## src/execPkg.sv

```systemverilog
// shared definitions for the execute pipeline of the 16-bit teaching processor
// opcodes, function codes, control enums, the instruction union and the stage structs
// modules import this package wherever they need a name from it
package execPkg;

   // major opcodes, instruction bits [15:11]
   localparam logic [4:0] opAddi  = 5'b01000;
   localparam logic [4:0] opSubi  = 5'b01001;
   localparam logic [4:0] opXori  = 5'b01010;
   localparam logic [4:0] opAndni = 5'b01011;
   localparam logic [4:0] opRoli  = 5'b10100;
   localparam logic [4:0] opSlli  = 5'b10101;
   localparam logic [4:0] opRori  = 5'b10110;
   localparam logic [4:0] opSrli  = 5'b10111;
   localparam logic [4:0] opSt    = 5'b10000;
   localparam logic [4:0] opLd    = 5'b10001;
   localparam logic [4:0] opStu   = 5'b10011;
   localparam logic [4:0] opSlbi  = 5'b10010;
   localparam logic [4:0] opLbi   = 5'b11000;
   localparam logic [4:0] opBtr   = 5'b11001;
   localparam logic [4:0] opAlu   = 5'b11011;
   localparam logic [4:0] opShift = 5'b11010;
   localparam logic [4:0] opSeq   = 5'b11100;
   localparam logic [4:0] opSlt   = 5'b11101;
   localparam logic [4:0] opSle   = 5'b11110;
   localparam logic [4:0] opSco   = 5'b11111;
   localparam logic [4:0] opBeqz  = 5'b01100;
   localparam logic [4:0] opBnez  = 5'b01101;
   localparam logic [4:0] opBltz  = 5'b01110;
   localparam logic [4:0] opBgez  = 5'b01111;
   localparam logic [4:0] opJ     = 5'b00100;
   localparam logic [4:0] opJr    = 5'b00101;
   localparam logic [4:0] opJal   = 5'b00110;
   localparam logic [4:0] opJalr  = 5'b00111;

   // function codes of the register-format alu group
   localparam logic [1:0] fnAdd  = 2'b00;
   localparam logic [1:0] fnSub  = 2'b01;
   localparam logic [1:0] fnXor  = 2'b10;
   localparam logic [1:0] fnAndn = 2'b11;

   // function codes of the register-format shift group
   localparam logic [1:0] fnRol = 2'b00;
   localparam logic [1:0] fnSll = 2'b01;
   localparam logic [1:0] fnRor = 2'b10;
   localparam logic [1:0] fnSrl = 2'b11;

   typedef enum logic [2:0] {
      aluAdd, aluSub, aluXor, aluAndn, aluRol, aluSll, aluRor, aluSrl
   } aluOp_t;

   // where the written result comes from
   typedef enum logic [2:0] {
      resAlu, resSet, resReverse, resByteImm, resLink, resAddr
   } resSel_t;

   typedef enum logic [1:0] {
      condEq, condLt, condLe, condCarry
   } setCond_t;

   typedef enum logic [2:0] {
      brNone, brEqz, brNez, brLtz, brGez, brJumpRel, brJumpReg
   } brKind_t;

   // register format: opcode rs rt rd func
   typedef struct packed {
      logic [4:0] opcode;
      logic [2:0] rs;
      logic [2:0] rt;
      logic [2:0] rd;
      logic [1:0] func;
   } rFmt_t;

   // immediate format, the low 8 or 11 bits double as the long immediates
   typedef struct packed {
      logic [4:0] opcode;
      logic [2:0] rs;
      logic [2:0] rd;
      logic [4:0] imm;
   } iFmt_t;

   typedef union packed {
      rFmt_t rFmt;
      iFmt_t iFmt;
   } instrWord_t;

   // decoded request held between the decode and execute stages
   typedef struct packed {
      logic [15:0] opA;
      logic [15:0] opB;
      logic [15:0] imm;
      logic [15:0] incPc;
      aluOp_t      aluOp;
      resSel_t     resSel;
      setCond_t    setCond;
      brKind_t     brKind;
      logic        writesReg;
   } execReq_t;

   typedef struct packed {
      logic [15:0] result;
      logic [15:0] newPc;
      logic        zero;
      logic        ofl;
      logic        writesReg;
   } execRes_t;

endpackage
```

## src/execTop.sv

```systemverilog
// top level of the execute pipeline
// decode register, combinational execute, output register
// an operation taken at edge N shows on out with outValid after edge N+1
`timescale 1ns/1ps

module execTop (
   input  logic                clk,
   input  logic                rstN,
   input  logic                inValid,
   input  execPkg::instrWord_t instr,
   input  logic [15:0]         regData1,
   input  logic [15:0]         regData2,
   input  logic [15:0]         incPc,
   output execPkg::execRes_t   out,
   output logic                outValid
);
   import execPkg::*;

   execReq_t req;
   logic     reqValid;
   execRes_t res;
   logic     resValid;

   instrDecode u_decode (
      .clk      (clk),
      .rstN     (rstN),
      .inValid  (inValid),
      .instr    (instr),
      .regData1 (regData1),
      .regData2 (regData2),
      .incPc    (incPc),
      .req      (req),
      .reqValid (reqValid)
   );

   execStage u_exec (
      .req      (req),
      .reqValid (reqValid),
      .res      (res),
      .resValid (resValid)
   );

   execResult u_result (
      .clk      (clk),
      .rstN     (rstN),
      .res      (res),
      .resValid (resValid),
      .out      (out),
      .outValid (outValid)
   );

endmodule

```

## src/execResult.sv

```systemverilog
// output register of the execute pipeline
// captures the result on resValid and emits a one-cycle outValid pulse
`timescale 1ns/1ps

module execResult (
   input  logic              clk,
   input  logic              rstN,
   input  execPkg::execRes_t res,
   input  logic              resValid,
   output execPkg::execRes_t out,
   output logic              outValid
);

   always_ff @(posedge clk) begin
      if (!rstN) begin
         out      <= '0;
         outValid <= 1'b0;
      end else begin
         // pulse only follows a valid result
         outValid <= resValid;
         // last result is held between operations
         if (resValid) begin
            out <= res;
         end
      end
   end

endmodule

```

## src/execStage.sv

```systemverilog
// combinational execute stage
// runs the ALU and branch logic on one request and picks the written result
// set conditions come from the ALU B - A, byte immediates and bit reverse are formed here
`timescale 1ns/1ps

module execStage (
   input  execPkg::execReq_t req,
   input  logic              reqValid,
   output execPkg::execRes_t res,
   output logic              resValid
);
   import execPkg::*;

   logic [15:0] aluY;
   logic        aluZero;
   logic        aluOfl;
   logic        aluCout;
   logic [15:0] newPc;
   logic        isLess;
   logic        setBit;
   logic [15:0] reversed;
   logic [15:0] byteImm;
   logic [15:0] result;

   alu16 u_alu (
      .opA  (req.opA),
      .opB  (req.opB),
      .op   (req.aluOp),
      .y    (aluY),
      .zero (aluZero),
      .ofl  (aluOfl),
      .cout (aluCout)
   );

   // jr and jalr targets are the alu sum
   branchResolve u_branch (
      .kind    (req.brKind),
      .opA     (req.opA),
      .imm     (req.imm),
      .incPc   (req.incPc),
      .jumpReg (aluY),
      .newPc   (newPc)
   );

   // sign of the true difference, corrected by overflow
   assign isLess = aluY[15] ^ aluOfl;

   always_comb begin
      case (req.setCond)
         condEq:  setBit = aluZero;
         condLt:  setBit = isLess;
         condLe:  setBit = aluZero | isLess;
         default: setBit = aluCout;
      endcase
   end

   always_comb begin
      for (int i = 0; i < 16; i++) begin
         reversed[i] = req.opA[15 - i];
      end
   end

   // opA is zero for lbi, so only the sign-extended byte remains
   assign byteImm = {req.opA[7:0], 8'd0} | req.imm;

   always_comb begin
      case (req.resSel)
         resSet:     result = {15'd0, setBit};
         resReverse: result = reversed;
         resByteImm: result = byteImm;
         resLink:    result = req.incPc;
         resAddr:    result = aluY;
         default:    result = aluY;
      endcase
   end

   assign res.result    = result;
   assign res.newPc     = newPc;
   assign res.zero      = aluZero;
   assign res.ofl       = aluOfl;
   assign res.writesReg = req.writesReg;

   // no state here, the strobe moves with its request
   assign resValid = reqValid;

endmodule

```

## src/instrDecode.sv

```systemverilog
// decode stage of the execute pipeline
// turns one instruction word plus its register operands into an execReq_t
// the request is registered once per inValid strobe, reqValid follows a cycle later
`timescale 1ns/1ps

module instrDecode (
   input  logic               clk,
   input  logic               rstN,
   input  logic               inValid,
   input  execPkg::instrWord_t instr,
   input  logic [15:0]        regData1,
   input  logic [15:0]        regData2,
   input  logic [15:0]        incPc,
   output execPkg::execReq_t  req,
   output logic               reqValid
);
   import execPkg::*;

   logic [4:0]  opcode;
   logic [1:0]  func;
   logic [7:0]  imm8;
   logic [10:0] disp11;
   logic [15:0] sext5, zext5, sext8, zext8, sext11;
   execReq_t    nxt;

   // opcode and func sit at the same place in both views
   assign opcode = instr.rFmt.opcode;
   assign func   = instr.rFmt.func;
   // long immediates span the rd and imm fields of the i view
   assign imm8   = {instr.iFmt.rd, instr.iFmt.imm};
   assign disp11 = {instr.iFmt.rs, instr.iFmt.rd, instr.iFmt.imm};

   assign sext5  = {{11{instr.iFmt.imm[4]}}, instr.iFmt.imm};
   assign zext5  = {11'd0, instr.iFmt.imm};
   assign sext8  = {{8{imm8[7]}}, imm8};
   assign zext8  = {8'd0, imm8};
   assign sext11 = {{5{disp11[10]}}, disp11};

   always_comb begin
      // defaults: rs on A, rt on B, no write, fall through to incPc
      nxt           = '0;
      nxt.opA       = regData1;
      nxt.opB       = regData2;
      nxt.imm       = sext5;
      nxt.incPc     = incPc;
      nxt.aluOp     = aluAdd;
      nxt.resSel    = resAlu;
      nxt.setCond   = condEq;
      nxt.brKind    = brNone;
      nxt.writesReg = 1'b0;
      case (opcode)
         // subi gives imm - rs since the alu does B - A
         opAddi, opSubi, opRoli, opSlli, opRori, opSrli: begin
            nxt.opB       = sext5;
            nxt.writesReg = 1'b1;
            case (opcode)
               opAddi:  nxt.aluOp = aluAdd;
               opSubi:  nxt.aluOp = aluSub;
               opRoli:  nxt.aluOp = aluRol;
               opSlli:  nxt.aluOp = aluSll;
               opRori:  nxt.aluOp = aluRor;
               default: nxt.aluOp = aluSrl;
            endcase
         end
         opXori, opAndni: begin
            nxt.opB       = zext5;
            nxt.aluOp     = (opcode == opXori) ? aluXor : aluAndn;
            nxt.writesReg = 1'b1;
         end
         // memory ops only produce the address rs + imm
         opSt, opLd, opStu: begin
            nxt.opB       = sext5;
            nxt.resSel    = resAddr;
            nxt.writesReg = (opcode != opSt);
         end
         // lbi ors the byte onto zero, slbi onto rs << 8
         opLbi, opSlbi: begin
            nxt.opA       = (opcode == opLbi) ? 16'd0 : regData1;
            nxt.imm       = (opcode == opLbi) ? sext8 : zext8;
            nxt.resSel    = resByteImm;
            nxt.writesReg = 1'b1;
         end
         opBtr: begin
            nxt.resSel    = resReverse;
            nxt.writesReg = 1'b1;
         end
         opAlu: begin
            nxt.writesReg = 1'b1;
            case (func)
               fnAdd:   nxt.aluOp = aluAdd;
               fnSub:   nxt.aluOp = aluSub;
               fnXor:   nxt.aluOp = aluXor;
               default: nxt.aluOp = aluAndn;
            endcase
         end
         opShift: begin
            nxt.writesReg = 1'b1;
            case (func)
               fnRol:   nxt.aluOp = aluRol;
               fnSll:   nxt.aluOp = aluSll;
               fnRor:   nxt.aluOp = aluRor;
               default: nxt.aluOp = aluSrl;
            endcase
         end
         // compares swap so that B - A is rs - rt
         opSeq, opSlt, opSle: begin
            nxt.opA       = regData2;
            nxt.opB       = regData1;
            nxt.aluOp     = aluSub;
            nxt.resSel    = resSet;
            nxt.writesReg = 1'b1;
            case (opcode)
               opSeq:   nxt.setCond = condEq;
               opSlt:   nxt.setCond = condLt;
               default: nxt.setCond = condLe;
            endcase
         end
         opSco: begin
            nxt.resSel    = resSet;
            nxt.setCond   = condCarry;
            nxt.writesReg = 1'b1;
         end
         opBeqz, opBnez, opBltz, opBgez: begin
            nxt.opB = sext8;
            nxt.imm = sext8;
            case (opcode)
               opBeqz:  nxt.brKind = brEqz;
               opBnez:  nxt.brKind = brNez;
               opBltz:  nxt.brKind = brLtz;
               default: nxt.brKind = brGez;
            endcase
         end
         opJ, opJal: begin
            nxt.imm       = sext11;
            nxt.brKind    = brJumpRel;
            nxt.resSel    = (opcode == opJal) ? resLink : resAlu;
            nxt.writesReg = (opcode == opJal);
         end
         // register jumps reuse the alu sum rs + imm as target
         opJr, opJalr: begin
            nxt.opB       = sext8;
            nxt.imm       = sext8;
            nxt.brKind    = brJumpReg;
            nxt.resSel    = (opcode == opJalr) ? resLink : resAlu;
            nxt.writesReg = (opcode == opJalr);
         end
         default: begin
            // halt, nop and unused codes flow through with no effect
            nxt.writesReg = 1'b0;
         end
      endcase
   end

   always_ff @(posedge clk) begin
      if (!rstN) begin
         req      <= '0;
         reqValid <= 1'b0;
      end else begin
         reqValid <= inValid;
         if (inValid) begin
            req <= nxt;
         end
      end
   end

endmodule

```

## src/branchResolve.sv

```systemverilog
// next PC selection for branches and jumps
// the relative target is incPc + imm, register jumps take the ALU sum
`timescale 1ns/1ps

module branchResolve (
   input  execPkg::brKind_t kind,
   input  logic [15:0]      opA,
   input  logic [15:0]      imm,
   input  logic [15:0]      incPc,
   input  logic [15:0]      jumpReg,
   output logic [15:0]      newPc
);
   import execPkg::*;

   logic [15:0] relTarget;
   logic        isZero;
   logic        isNeg;

   assign relTarget = incPc + imm;

   // branch conditions look at rs only
   assign isZero = (opA == 16'd0);
   assign isNeg  = opA[15];

   always_comb begin
      case (kind)
         brEqz:     newPc = isZero ? relTarget : incPc;
         brNez:     newPc = isZero ? incPc : relTarget;
         brLtz:     newPc = isNeg ? relTarget : incPc;
         brGez:     newPc = isNeg ? incPc : relTarget;
         brJumpRel: newPc = relTarget;
         brJumpReg: newPc = jumpReg;
         default:   newPc = incPc;
      endcase
   end

endmodule

```

## src/alu16.sv

```systemverilog
// 16-bit ALU of the execute stage
// add and subtract share one adder, subtract computes opB - opA
// rotates and shifts move opA by the low four bits of opB
`timescale 1ns/1ps

module alu16 (
   input  logic [15:0]     opA,
   input  logic [15:0]     opB,
   input  execPkg::aluOp_t op,
   output logic [15:0]     y,
   output logic            zero,
   output logic            ofl,
   output logic            cout
);
   import execPkg::*;

   logic        isSub;
   logic        isArith;
   logic [15:0] aIn;
   logic [16:0] sum;
   logic [3:0]  amt;
   logic [31:0] rolWide;
   logic [31:0] rorWide;

   assign isSub   = (op == aluSub);
   assign isArith = (op == aluAdd) || (op == aluSub);

   // subtract: invert A and feed the carry in
   assign aIn = isSub ? ~opA : opA;
   assign sum = {1'b0, opB} + {1'b0, aIn} + {16'd0, isSub};

   assign amt = opB[3:0];
   // rotate through a doubled copy of opA
   assign rolWide = {opA, opA} << amt;
   assign rorWide = {opA, opA} >> amt;

   always_comb begin
      case (op)
         aluAdd, aluSub: y = sum[15:0];
         aluXor:         y = opA ^ opB;
         aluAndn:        y = opA & ~opB;
         aluRol:         y = rolWide[31:16];
         aluSll:         y = opA << amt;
         aluRor:         y = rorWide[15:0];
         default:        y = opA >> amt;
      endcase
   end

   assign cout = sum[16];
   assign zero = (y == 16'd0);

   // signed overflow, both adder inputs agree in sign and the sum does not
   assign ofl = isArith && (aIn[15] == opB[15]) && (sum[15] != opB[15]);

endmodule

```

## config.mk

```make
export PLATFORM = sky130hd
export DESIGN_NAME = execTop
export DESIGN_NICKNAME = d
export VERILOG_FILES = /design/src/execPkg.sv /design/src/execTop.sv /design/src/execResult.sv /design/src/execStage.sv /design/src/instrDecode.sv /design/src/branchResolve.sv /design/src/alu16.sv
export SDC_FILE = /design/constraint.sdc
export NUM_CORES = 1
export LEC_CHECK = 0
export BUFFER_PORTS_ARGS = -buffer_cell sky130_fd_sc_hd__buf_2
export CAP_MARGIN = 20
export CORE_UTILIZATION = 45
export DETAILED_ROUTE_END_ITERATION = 16
export PLACE_DENSITY = 0.64
export SLEW_MARGIN = 30
export SYNTH_ARGS = -nofsm -noshare
export SYNTH_HDL_FRONTEND = slang
export SYNTH_SLANG_ARGS = --single-unit
```

## constraint.sdc

```tcl
create_clock -name clk -period 4.8 [get_ports clk]
set_clock_uncertainty 0.2 [all_clocks]
set_input_delay 1.44 -clock clk [delete_from_list [all_inputs] [get_ports clk]]
set_output_delay 1.44 -clock clk [all_outputs]
set_load 0.02 [all_outputs]
```

==> impl_metrics.json, run 1 <==
{
  "switching_share_pct": 39.8,
  "synth_top_area_share_pct": 21.8,
  "grt_pass1_vias": 9091,
  "via_count": 10200,
  "drv_slew": 0,
  "maxCapViolations": 0,
  "fin_cells": 1582,
  "synthTopCellsByCount": "112 x nor2_1, 110 x nand2_1, 108 x dfxtp_1, 97 x o21ai_0, 89 x clkbuf_1",
  "slew_headroom_pct": 30.7,
  "post-cts-setup-buffers": 0,
  "dpl-instance-area_sq_um": 10600,
  "design.core.area_sq_um": 21400,
  "rows": 53,
  "n_antenna_cell": 0,
  "synth_warnings": 0,
  "post_cts_resized": 0,
  "dr.pass1.iters": 8,
  "synth_cell_types": 86,
  "design_area_sq_um": 10900,
  "irDropWorstVdd_mv": 0.180,
  "nets": 1419,
  "crit_required_ns": 4.86,
  "cts_buffers": 9,
  "power_density_nw_per_um2": 274,
  "use_met2_pct": 45.7,
  "p_leak_nw": 4.53,
  "wire_per_inst_um": 22.2,
  "htreeDepth": 3,
  "synth_cells": 1264,
  "root_buffer": "clkbuf_16",
  "fmax_ghz": 0.232,
  "pre_cts_ws_ns": 0.570,
  "hold_buffers": 0,
  "p_int_mw": 1.80,
  "setup_slack_ns": 0.481,
  "startpoint_type": "register",
  "synth-main-ff-cell": "dfxtp_1",
  "area_delta_synth_final_pct": 9.67,
  "crit_type": "reg2reg",
  "endpoint_kind": "register",
  "hold_violations": 0,
  "start_util_pct": 46.5,
  "top_usage_layer": "met2",
  "clk_pin_slew_ns": 0.08,
  "dp_hpwl_um": 26200,
  "ioPinCount": 103,
  "pwr-share-clk_pct": 26.1,
  "ys_top_cells_by_area": "dfxtp_1 22%, mux4_2 6.8%, mux2i_1 6.4%",
  "io_buffers": 102,
  "synth_area_sq_um": 9930,
  "hp-class": "reg2reg",
  "antenna_found_initial": 1,
  "gr-total-overflow": 0,
  "yosysSeqAreaShare_pct": 21.8,
  "regArea_sq_um": 2170,
  "cts_tree": "done",
  "multiInputGateArea_sq_um": 7140,
  "finalWirelength_um": 35100,
  "layout-drive-gt1-share_pct": 17.0,
  "synth_edf_count": 0,
  "fp.dieW_um": 151,
  "tightest_slew_ns": 1.04,
  "cts.path.max_buffers": 2,
  "tns_ns": 0,
  "avgSynthCellArea_sq_um": 7.86,
  "power.total_mw": 2.99,
  "holdWs_ns": 0.284,
  "gp_congestion": 0.991,
  "viasPerCell": 6.46,
  "fin_crit_sh_pct": 90.0,
  "post-synth-top-area-cell": "dfxtp_1",
  "netSwitchingPower_mw": 1.19,
  "globalRouteMet1Util_pct": 44.3,
  "grt_usage_pct": 31.0,
  "placed_cells": 1566,
  "grt_pass1_wl_um": 53100,
  "pwr-share-seq_pct": 35.5,
  "synth_most_common_cell": "nor2_1",
  "drt.antenna.violating_nets": 0,
  "setup_viol": 0,
  "use_met3_pct": 6.21,
  "final_core_util_pct": 51.0,
  "grt_max_degree": 67,
  "fillers": 2134,
  "drt_iter0_drc": 988,
  "period_needed_ns": 4.32,
  "combPwrFrac_pct": 38.4,
  "clock_latency_ns": 0.37,
  "die_area_sq_um": 22700,
  "crit_fanout": 15,
  "die_y_um": 151,
  "cts.sinks": 108,
  "synth_fp_nets": 1381,
  "worstPathArrival_ns": 4.38,
  "rsz0062_at_grt": "no",
  "drc": 0,
  "outcome": "completed",
  "async_reset_ff_share_pct": 0,
  "synth_seq_cells": 108
}
critical path, stage by stage, from the launching register on:
cell and delay, ns:
dfxtp_1 0.37, buf_4 0.21, and2_1 0.36, buf_4 0.29
xor2_1 0.10, ha_1 0.40, nand3_1 0.10, o211ai_1 0.38
a21boi_0 0.20, mux2i_1 0.19, o32a_1 0.43, or3_1 0.38
nor4_2 0.25, nand4b_4 0.17, o41ai_2 0.21
layout make-up:
| class | count | area share, % |
|---|---|---|
| Inverter | 42 | 1.45 |
| Tap cell | 275 | 3.16 |
| Multi-Input combinational cell | 1004 | 65.6 |
| Clock buffer | 10 | 2.19 |
| Timing Repair Buffer | 137 | 7.12 |
| Clock inverter | 6 | 0.586 |
| Sequential cell | 108 | 19.9 |
power groups by stage:
stage                     logic, mW  clock network, mW  registers (mW)
after floorplan               0.793                  0            1.04
final                          1.15              0.780            1.06
after CTS                      1.12              0.800            1.06
after global placement         1.12                  0            1.08
after detailed placement       1.12                  0            1.08
after global routing           1.24              0.823            1.07
flip-flops by register name, indices dropped and copies added (netlist names):
name and count:
u_decode.req 71, u_decode.reqValid 1, u_result.out 35, u_result.outValid 1
worst paths after layout:
path | start | to | slack (ns) | cells past startpoint
worst max-delay path | u_decode.req[9] | u_result.out[2] | 0.48 | 14
worst min-delay path | u_result.out[30] | u_result.out[30] | 0.28 | 2
worst max register to register | u_decode.req[9] | u_result.out[2] | 0.48 | 14
worst min register to register | u_result.out[30] | u_result.out[30] | 0.28 | 2
cell families after synthesis:
logic type      share of synthesized area (%)
flops                                    21.8
mux                                      15.1
xor+xnor                                 3.26
compound gates                           28.0
simple gates                             19.0
buf+inv                                  6.30
fa+ha+maj                                6.45
cell usage in the layout (no fill, tap or decap), types with 7 or more instances in the layout:
cell type / instances
nor2_1: 112
nand2_1: 110
dfxtp_1: 105
buf_2: 101
o21ai_0: 97
a21oi_1: 80
mux2i_1: 64
ha_1: 48
a211oi_1: 43
inv_1: 37
buf_4: 36
nand3_1: 32
mux4_2: 30
a22oi_1: 27
a31oi_1: 25
nand2b_1: 24
xor2_1: 20
nor3_1: 20
o22ai_1: 19
xnor2_1: 17
nor2b_1: 17
and2_1: 16
a221oi_1: 16
mux2_2: 12
o211ai_1: 11
nand4_1: 11
o21a_1: 10
or3_1: 10
a21o_1: 9
clkbuf_16: 9
and3_1: 8
o221ai_1: 7
metal layers:
layer  vias to the layer above  wire [um]
li1                       4808          -
met1                      4858      15800
met2                       497      15000
met3                        64       3180
met4                         0       1140
met5                         -          0
No activity file was read; power rests on OpenSTA's default activity.
==> inputs of run 2 (changes only) <==
--- a/config.mk
+++ b/config.mk
@@ -9,7 +9,8 @@
 export CAP_MARGIN = 20
 export CORE_UTILIZATION = 45
 export DETAILED_ROUTE_END_ITERATION = 16
-export PLACE_DENSITY = 0.64
+export GPL_TIMING_DRIVEN = 0
+export PLACE_DENSITY = 0.62
 export SLEW_MARGIN = 30
 export SYNTH_ARGS = -nofsm -noshare
 export SYNTH_HDL_FRONTEND = slang
==> constraint.sdc (replaced) <==
create_clock -name clk -period 4.3 [get_ports clk]
set_clock_uncertainty 0.2 [all_clocks]
set_input_delay 1.29 -clock clk [delete_from_list [all_inputs] [get_ports clk]]
set_output_delay 1.29 -clock clk [all_outputs]
set_load 0.02 [all_outputs]
==> impl_metrics.json, run 2 (same netlist as run 1, synthesis figures left out) <==
{
  "drv_slew": 0,
  "largest_reg_flops": 71,
  "cts.sinks": 108,
  "hold_violations": 0,
  "antenna_found_initial": 1,
  "cts_tree": "done",
  "fin_cells": 1664,
  "fp.dieW_um": 151,
  "gr-total-overflow": 0,
  "dp_hpwl_um": 33900,
  "n_antenna_cell": 0,
  "clock_latency_ns": 0.37,
  "holdWs_ns": 0.276,
  "start_util_pct": 46.5,
  "period_needed_ns": 4.34,
  "worstPathArrival_ns": 4.41,
  "crit_path_max_incr_delay_ns": 0.68,
  "reg_top3": "u_decode.req: 71 flops, u_result.out: 35 flops",
  "die_y_um": 151,
  "critPathSlowestCell": "dfxtp_1",
  "p_leak_nw": 4.72,
  "area_delta_synth_final_pct": 15.6,
  "drc": 0,
  "grt_pass1_wl_um": 63400,
  "regMostFlops": "u_decode.req",
  "tns_ns": -0.0354,
  "hp-class": "reg2reg",
  "endpoint_kind": "register",
  "nets": 1501,
  "crit_required_ns": 4.38,
  "grt_max_degree": 20,
  "htreeDepth": 3,
  "grt_usage_pct": 38.7,
  "irDropWorstVdd_mv": 0.175,
  "startpoint_type": "register",
  "layout-drive-gt1-share_pct": 18.0,
  "clk_pin_slew_ns": 0.09,
  "io_buffers": 101,
  "cts_buffers": 9,
  "fin_crit_sh_pct": 101,
  "maxCapViolations": 0,
  "rows": 53,
  "path_cells": "clkbuf_2 > xor2_1 > ha_1 > or4_4 > a41oi_4 > mux2_4 > o221a_4 > or3_4 > nor4_4 > nand4b_4 > o41ai_2",
  "crit_type": "reg2reg",
  "tightest_slew_ns": 0.921,
  "wire_per_inst_um": 25.9,
  "outcome": "finished, violations left",
  "final_core_util_pct": 53.8,
  "design.core.area_sq_um": 21400,
  "crit_fanout": 10,
  "setup_viol": 1,
  "placed_cells": 1640,
  "die_area_sq_um": 22700,
  "layout_common_cells": "111 x nor2_1, 110 x buf_2, 110 x nand2_1",
  "power_density_nw_per_um2": 318,
  "grt_pass1_vias": 9682,
  "setup_slack_ns": -0.0354,
  "cts.path.max_buffers": 2,
  "violations": "negative setup slack",
  "gp_congestion": 0.984,
  "drt_iter0_drc": 1287,
  "layout_commonest_cell": "nor2_1",
  "via_count": 10900,
  "fmax_ghz": 0.231,
  "viasPerCell": 6.58,
  "finalWirelength_um": 43100,
  "root_buffer": "clkbuf_16",
  "slew_headroom_pct": 38.1,
  "drt.antenna.violating_nets": 0,
  "dr.pass1.iters": 8,
  "ioPinCount": 103
}
==> run 2: worst max-delay path, delay by kind of cell (launching register included) <==
| kind | cells | cell delay [ns] |
|---|---|---|
| AND/OR/NAND/NOR | 4 | 1.44 |
| AO/OA/AOI/OAI | 3 | 0.76 |
| flip-flops | 1 | 0.68 |
| buffers and inverters | 1 | 0.46 |
| multiplexers | 1 | 0.33 |
| adder cells (fa/ha/maj) | 1 | 0.23 |
| XOR/XNOR | 1 | 0.12 |
==> run 2: cell type report <==
type,instances,area [sq um]
clock inverter,6,103
tap,275,344
inverter,42,158
clock buffer,10,239
timing repair buffer,114,603
buffer,105,541
sequential,108,2170
multi-input combinational,1004,7330
fill,2083,9870
==> run 2: final timing paths <==
path                    start          endpoint  slack [ns]  cells after the start
max          u_decode.req[62]   u_result.out[2]       -0.04                     11
min          u_result.out[25]  u_result.out[25]        0.28                      2
max reg2reg  u_decode.req[62]   u_result.out[2]       -0.04                     11
min reg2reg  u_result.out[25]  u_result.out[25]        0.28                      2
==> run 2: repair_timing <==
item,4_1_cts,5_1_grt
pin swaps,5,6
hold buffers,0,0
gates resized for setup,41,35
setup endpoints to repair,33,11
setup buffers,7,6
==> run 2: metrics by stage <==
step	power [mW]	area, sq um	setup slack, ns
2_1_floorplan	2.05	9940	0.0447
3_5_place_dp	2.54	10800	-1.35
3_3_place_gp	2.53	10800	-1.28
5_1_grt	3.79	11500	-0.0542
6_report	3.65	11500	-0.0354
4_1_cts	3.57	11400	0.00754
==> run 2: report_power, final <==
part / leakage [nW] / switching (mW) / internal [mW]
clock: 0.169 / 0.457 / 0.542
sequential: 0.892 / 0.0983 / 1.07
combinational: 3.66 / 0.920 / 0.569
==> run 2: layer usage <==
metal | part of all wire (%) | vias to the layer above | track usage (%)
met1 | 44 | 5247 | 55.6
met3 | 11 | 82 | 8.76
li1 | - | 4969 | -
met4 | 3.0 | 2 | 11.4
met2 | 42 | 642 | 57.1
met5 | 0.028 | - | 0
==> inputs of run 3 (changes only) <==
--- a/config.mk
+++ b/config.mk
@@ -10,8 +10,9 @@
 export CORE_UTILIZATION = 45
 export DETAILED_ROUTE_END_ITERATION = 16
 export GPL_TIMING_DRIVEN = 0
-export PLACE_DENSITY = 0.62
+export PLACE_DENSITY = 0.61
 export SLEW_MARGIN = 30
 export SYNTH_ARGS = -nofsm -noshare
 export SYNTH_HDL_FRONTEND = slang
+export SYNTH_HIERARCHICAL = 1
 export SYNTH_SLANG_ARGS = --single-unit
==> impl_metrics.json, run 3 <==
{
  "synth_area_sq_um": 10800,
  "finalWirelength_um": 43900,
  "drc": 0,
  "drt_iter0_drc": 1162,
  "rows": 56,
  "cp_top_family": "simple AND/OR/NAND/NOR gates",
  "clock_latency_ns": 0.37,
  "slew_headroom_pct": 32.3,
  "ys_top_cells_by_area": "dfxtp_1 20%, mux2i_1 9.8%, mux4_2 6.5%",
  "crit_required_ns": 4.41,
  "htreeDepth": 3,
  "ioPinCount": 103,
  "grt_usage_pct": 35.7,
  "hp-class": "reg2reg",
  "drt.antenna.violating_nets": 0,
  "drv_slew": 0,
  "cts_tree": "done",
  "grt_pass1_wl_um": 65500,
  "post-synth-top-area-cell": "dfxtp_1",
  "cts.path.max_buffers": 2,
  "io_buffers": 97,
  "synth-main-ff-cell": "dfxtp_1",
  "maxCapViolations": 0,
  "p_leak_nw": 5.10,
  "n_antenna_cell": 0,
  "dp_hpwl_um": 33800,
  "viasPerCell": 6.43,
  "yosysSeqAreaShare_pct": 20.0,
  "area_delta_synth_final_pct": 17.5,
  "synth_cells": 1327,
  "outcome": "finished, violations left",
  "critPathSlowestCell": "mux2i_1",
  "synth_top_area_share_pct": 20.0,
  "gp_congestion": 1.02,
  "grt_pass1_vias": 10600,
  "fin_crit_sh_pct": 113,
  "gr-total-overflow": 0,
  "setup_slack_ns": -0.546,
  "path_cells": "buf_2 > mux2i_1 > mux4_2 > nor2_1 > nand4bb_2 > or4b_4 > nor4b_2 > nand4b_1 > nor4_4 > nor2b_1 > a31oi_1 > a2111oi_2 > a211o_1 > mux2i_1 > nor2b_1",
  "antenna_found_initial": 0,
  "cts.sinks": 108,
  "die_area_sq_um": 24700,
  "avgSynthCellArea_sq_um": 8.15,
  "endpoint_kind": "register",
  "tns_ns": -0.714,
  "synth_fp_nets": 1445,
  "irDropWorstVdd_mv": 0.160,
  "regMostFlops": "u_decode/req",
  "cts_buffers": 9,
  "clk_pin_slew_ns": 0.09,
  "synth_warnings": 6,
  "tightest_slew_ns": 1.01,
  "rsz0062_at_grt": "yes",
  "setup_viol": 3,
  "layout_commonest_cell": "buf_2",
  "startpoint_type": "register",
  "root_buffer": "clkbuf_16",
  "reg_top3": "u_decode/req: 71 flops, u_result/out: 35 flops",
  "wire_per_inst_um": 24.5,
  "synth_cell_types": 94,
  "async_reset_ff_share_pct": 0,
  "fp.dieW_um": 157,
  "nets": 1589,
  "worstPathArrival_ns": 4.95,
  "cp_num_buf_inv": 1,
  "violations": "negative setup slack",
  "crit_path_max_incr_delay_ns": 0.64,
  "power_density_nw_per_um2": 279,
  "via_count": 11500,
  "start_util_pct": 45.9,
  "layout_common_cells": "123 x buf_2, 111 x nand2_1, 106 x mux2i_1",
  "layout-drive-gt1-share_pct": 22.8,
  "synth_most_common_cell": "nand2_1",
  "synthTopCellsByCount": "112 x nand2_1, 108 x dfxtp_1, 106 x mux2i_1, 96 x a21oi_1, 83 x o21ai_0",
  "fmax_ghz": 0.206,
  "pre_cts_ws_ns": -1.32,
  "largest_reg_flops": 71,
  "hold_violations": 0,
  "crit_type": "reg2reg",
  "hold_buffers": 0,
  "dr.pass1.iters": 5,
  "die_y_um": 157,
  "grt_max_degree": 20,
  "period_needed_ns": 4.85,
  "synth_seq_cells": 108,
  "synth_edf_count": 0,
  "crit_fanout": 10,
  "design.core.area_sq_um": 23500
}
run 3: cell types whose count changed after synthesis, moves of 14 or more:
cell	change
a21oi_1	+16
buf_2	+15
a22o_1	+16
nor2_1	-44
nor2b_1	+54
a211oi_1	-30
mux2i_1	+42
clkbuf_1	-28
o21ai_0	-14
run 3: report_power, final:
| part | internal [mW] | switching, mW | total [mW] | leakage, nW |
|---|---|---|---|---|
| Sequential | 1.06 | 0.113 | 1.17 | 0.892 |
| Combinational | 0.602 | 0.874 | 1.48 | 4.05 |
| Clock | 0.462 | 0.430 | 0.892 | 0.150 |
run 3: cells by family after synthesis:
| family | Yosys count | share of synthesized area [%] |
|---|---|---|
| buffers and inverters | 160 | 7.42 |
| adder cells (fa/ha/maj) | 51 | 6.04 |
| XOR/XNOR | 38 | 3.08 |
| AND/OR/NAND/NOR | 378 | 18.2 |
| flip-flops | 108 | 20.0 |
| AO/OA/AOI/OAI | 438 | 27.0 |
| multiplexers | 154 | 18.2 |
run 3: worst register-to-register path, stage by stage, from the launching register on:
cell and delay (ns):
dfxtp_1 0.46, buf_2 0.28, mux2i_1 0.64, mux4_2 0.40, nor2_1 0.06, nand4bb_2 0.41, or4b_4 0.62, nor4b_2 0.28
nand4b_1 0.20, nor4_4 0.19, nor2b_1 0.16, a31oi_1 0.06, a2111oi_2 0.37, a211o_1 0.26, mux2i_1 0.11, nor2b_1 0.10
run 3: worst paths after layout:
kind	slack, ns	cells after the start	start	end
min	0.30	2	u_decode/req[5]	u_decode/req[5]
min reg2reg	0.30	2	u_decode/req[5]	u_decode/req[5]
max reg2reg	-0.55	15	u_decode/req[65]	u_result/out[19]
max	-0.55	15	u_decode/req[65]	u_result/out[19]
run 3: final cells by class:
type,count,area (sq um)
inverters,37,145
clock inverters,6,78.8
clock buffers,9,225
flip-flops and latches,108,2180
fillers,2310,10800
plain buffers,122,758
multi-input cells,1059,8150
repair buffers,134,768
well taps,319,399
run 3: what timing repair did:
item,CTS,global route
pin swaps,14,30
setup endpoints to repair,24,14
setup buffers,9,28
gates resized for setup,44,62
cloned,0,0
run 3: layer usage:
layer,vias to the layer above,routed length (um),global-route usage [%]
li1,5252,-,-
met5,-,0,0
met3,126,4330,6.72
met2,649,18900,53.8
met1,5506,18700,49.3
met4,0,1960,15.8
run 3: metrics by stage:
| stage | utilization, % | cell area, sq um | power, mW | hold slack, ns | instances |
|---|---|---|---|---|---|
| 3_5_place_dp | 49.9 | 11800 | 2.52 | 0.275 | 1743 |
| 4_1_cts | 52.3 | 12300 | 3.45 | 0.285 | 1766 |
| 5_1_grt | 54.0 | 12700 | 3.70 | 0.303 | 1794 |
| 2_1_floorplan | - | 10900 | 2.07 | 0.254 | 1327 |
| 6_report | 54.0 | 12700 | 3.54 | 0.296 | 1794 |
| 3_3_place_gp | 49.9 | 11700 | 2.52 | 0.270 | 1743 |
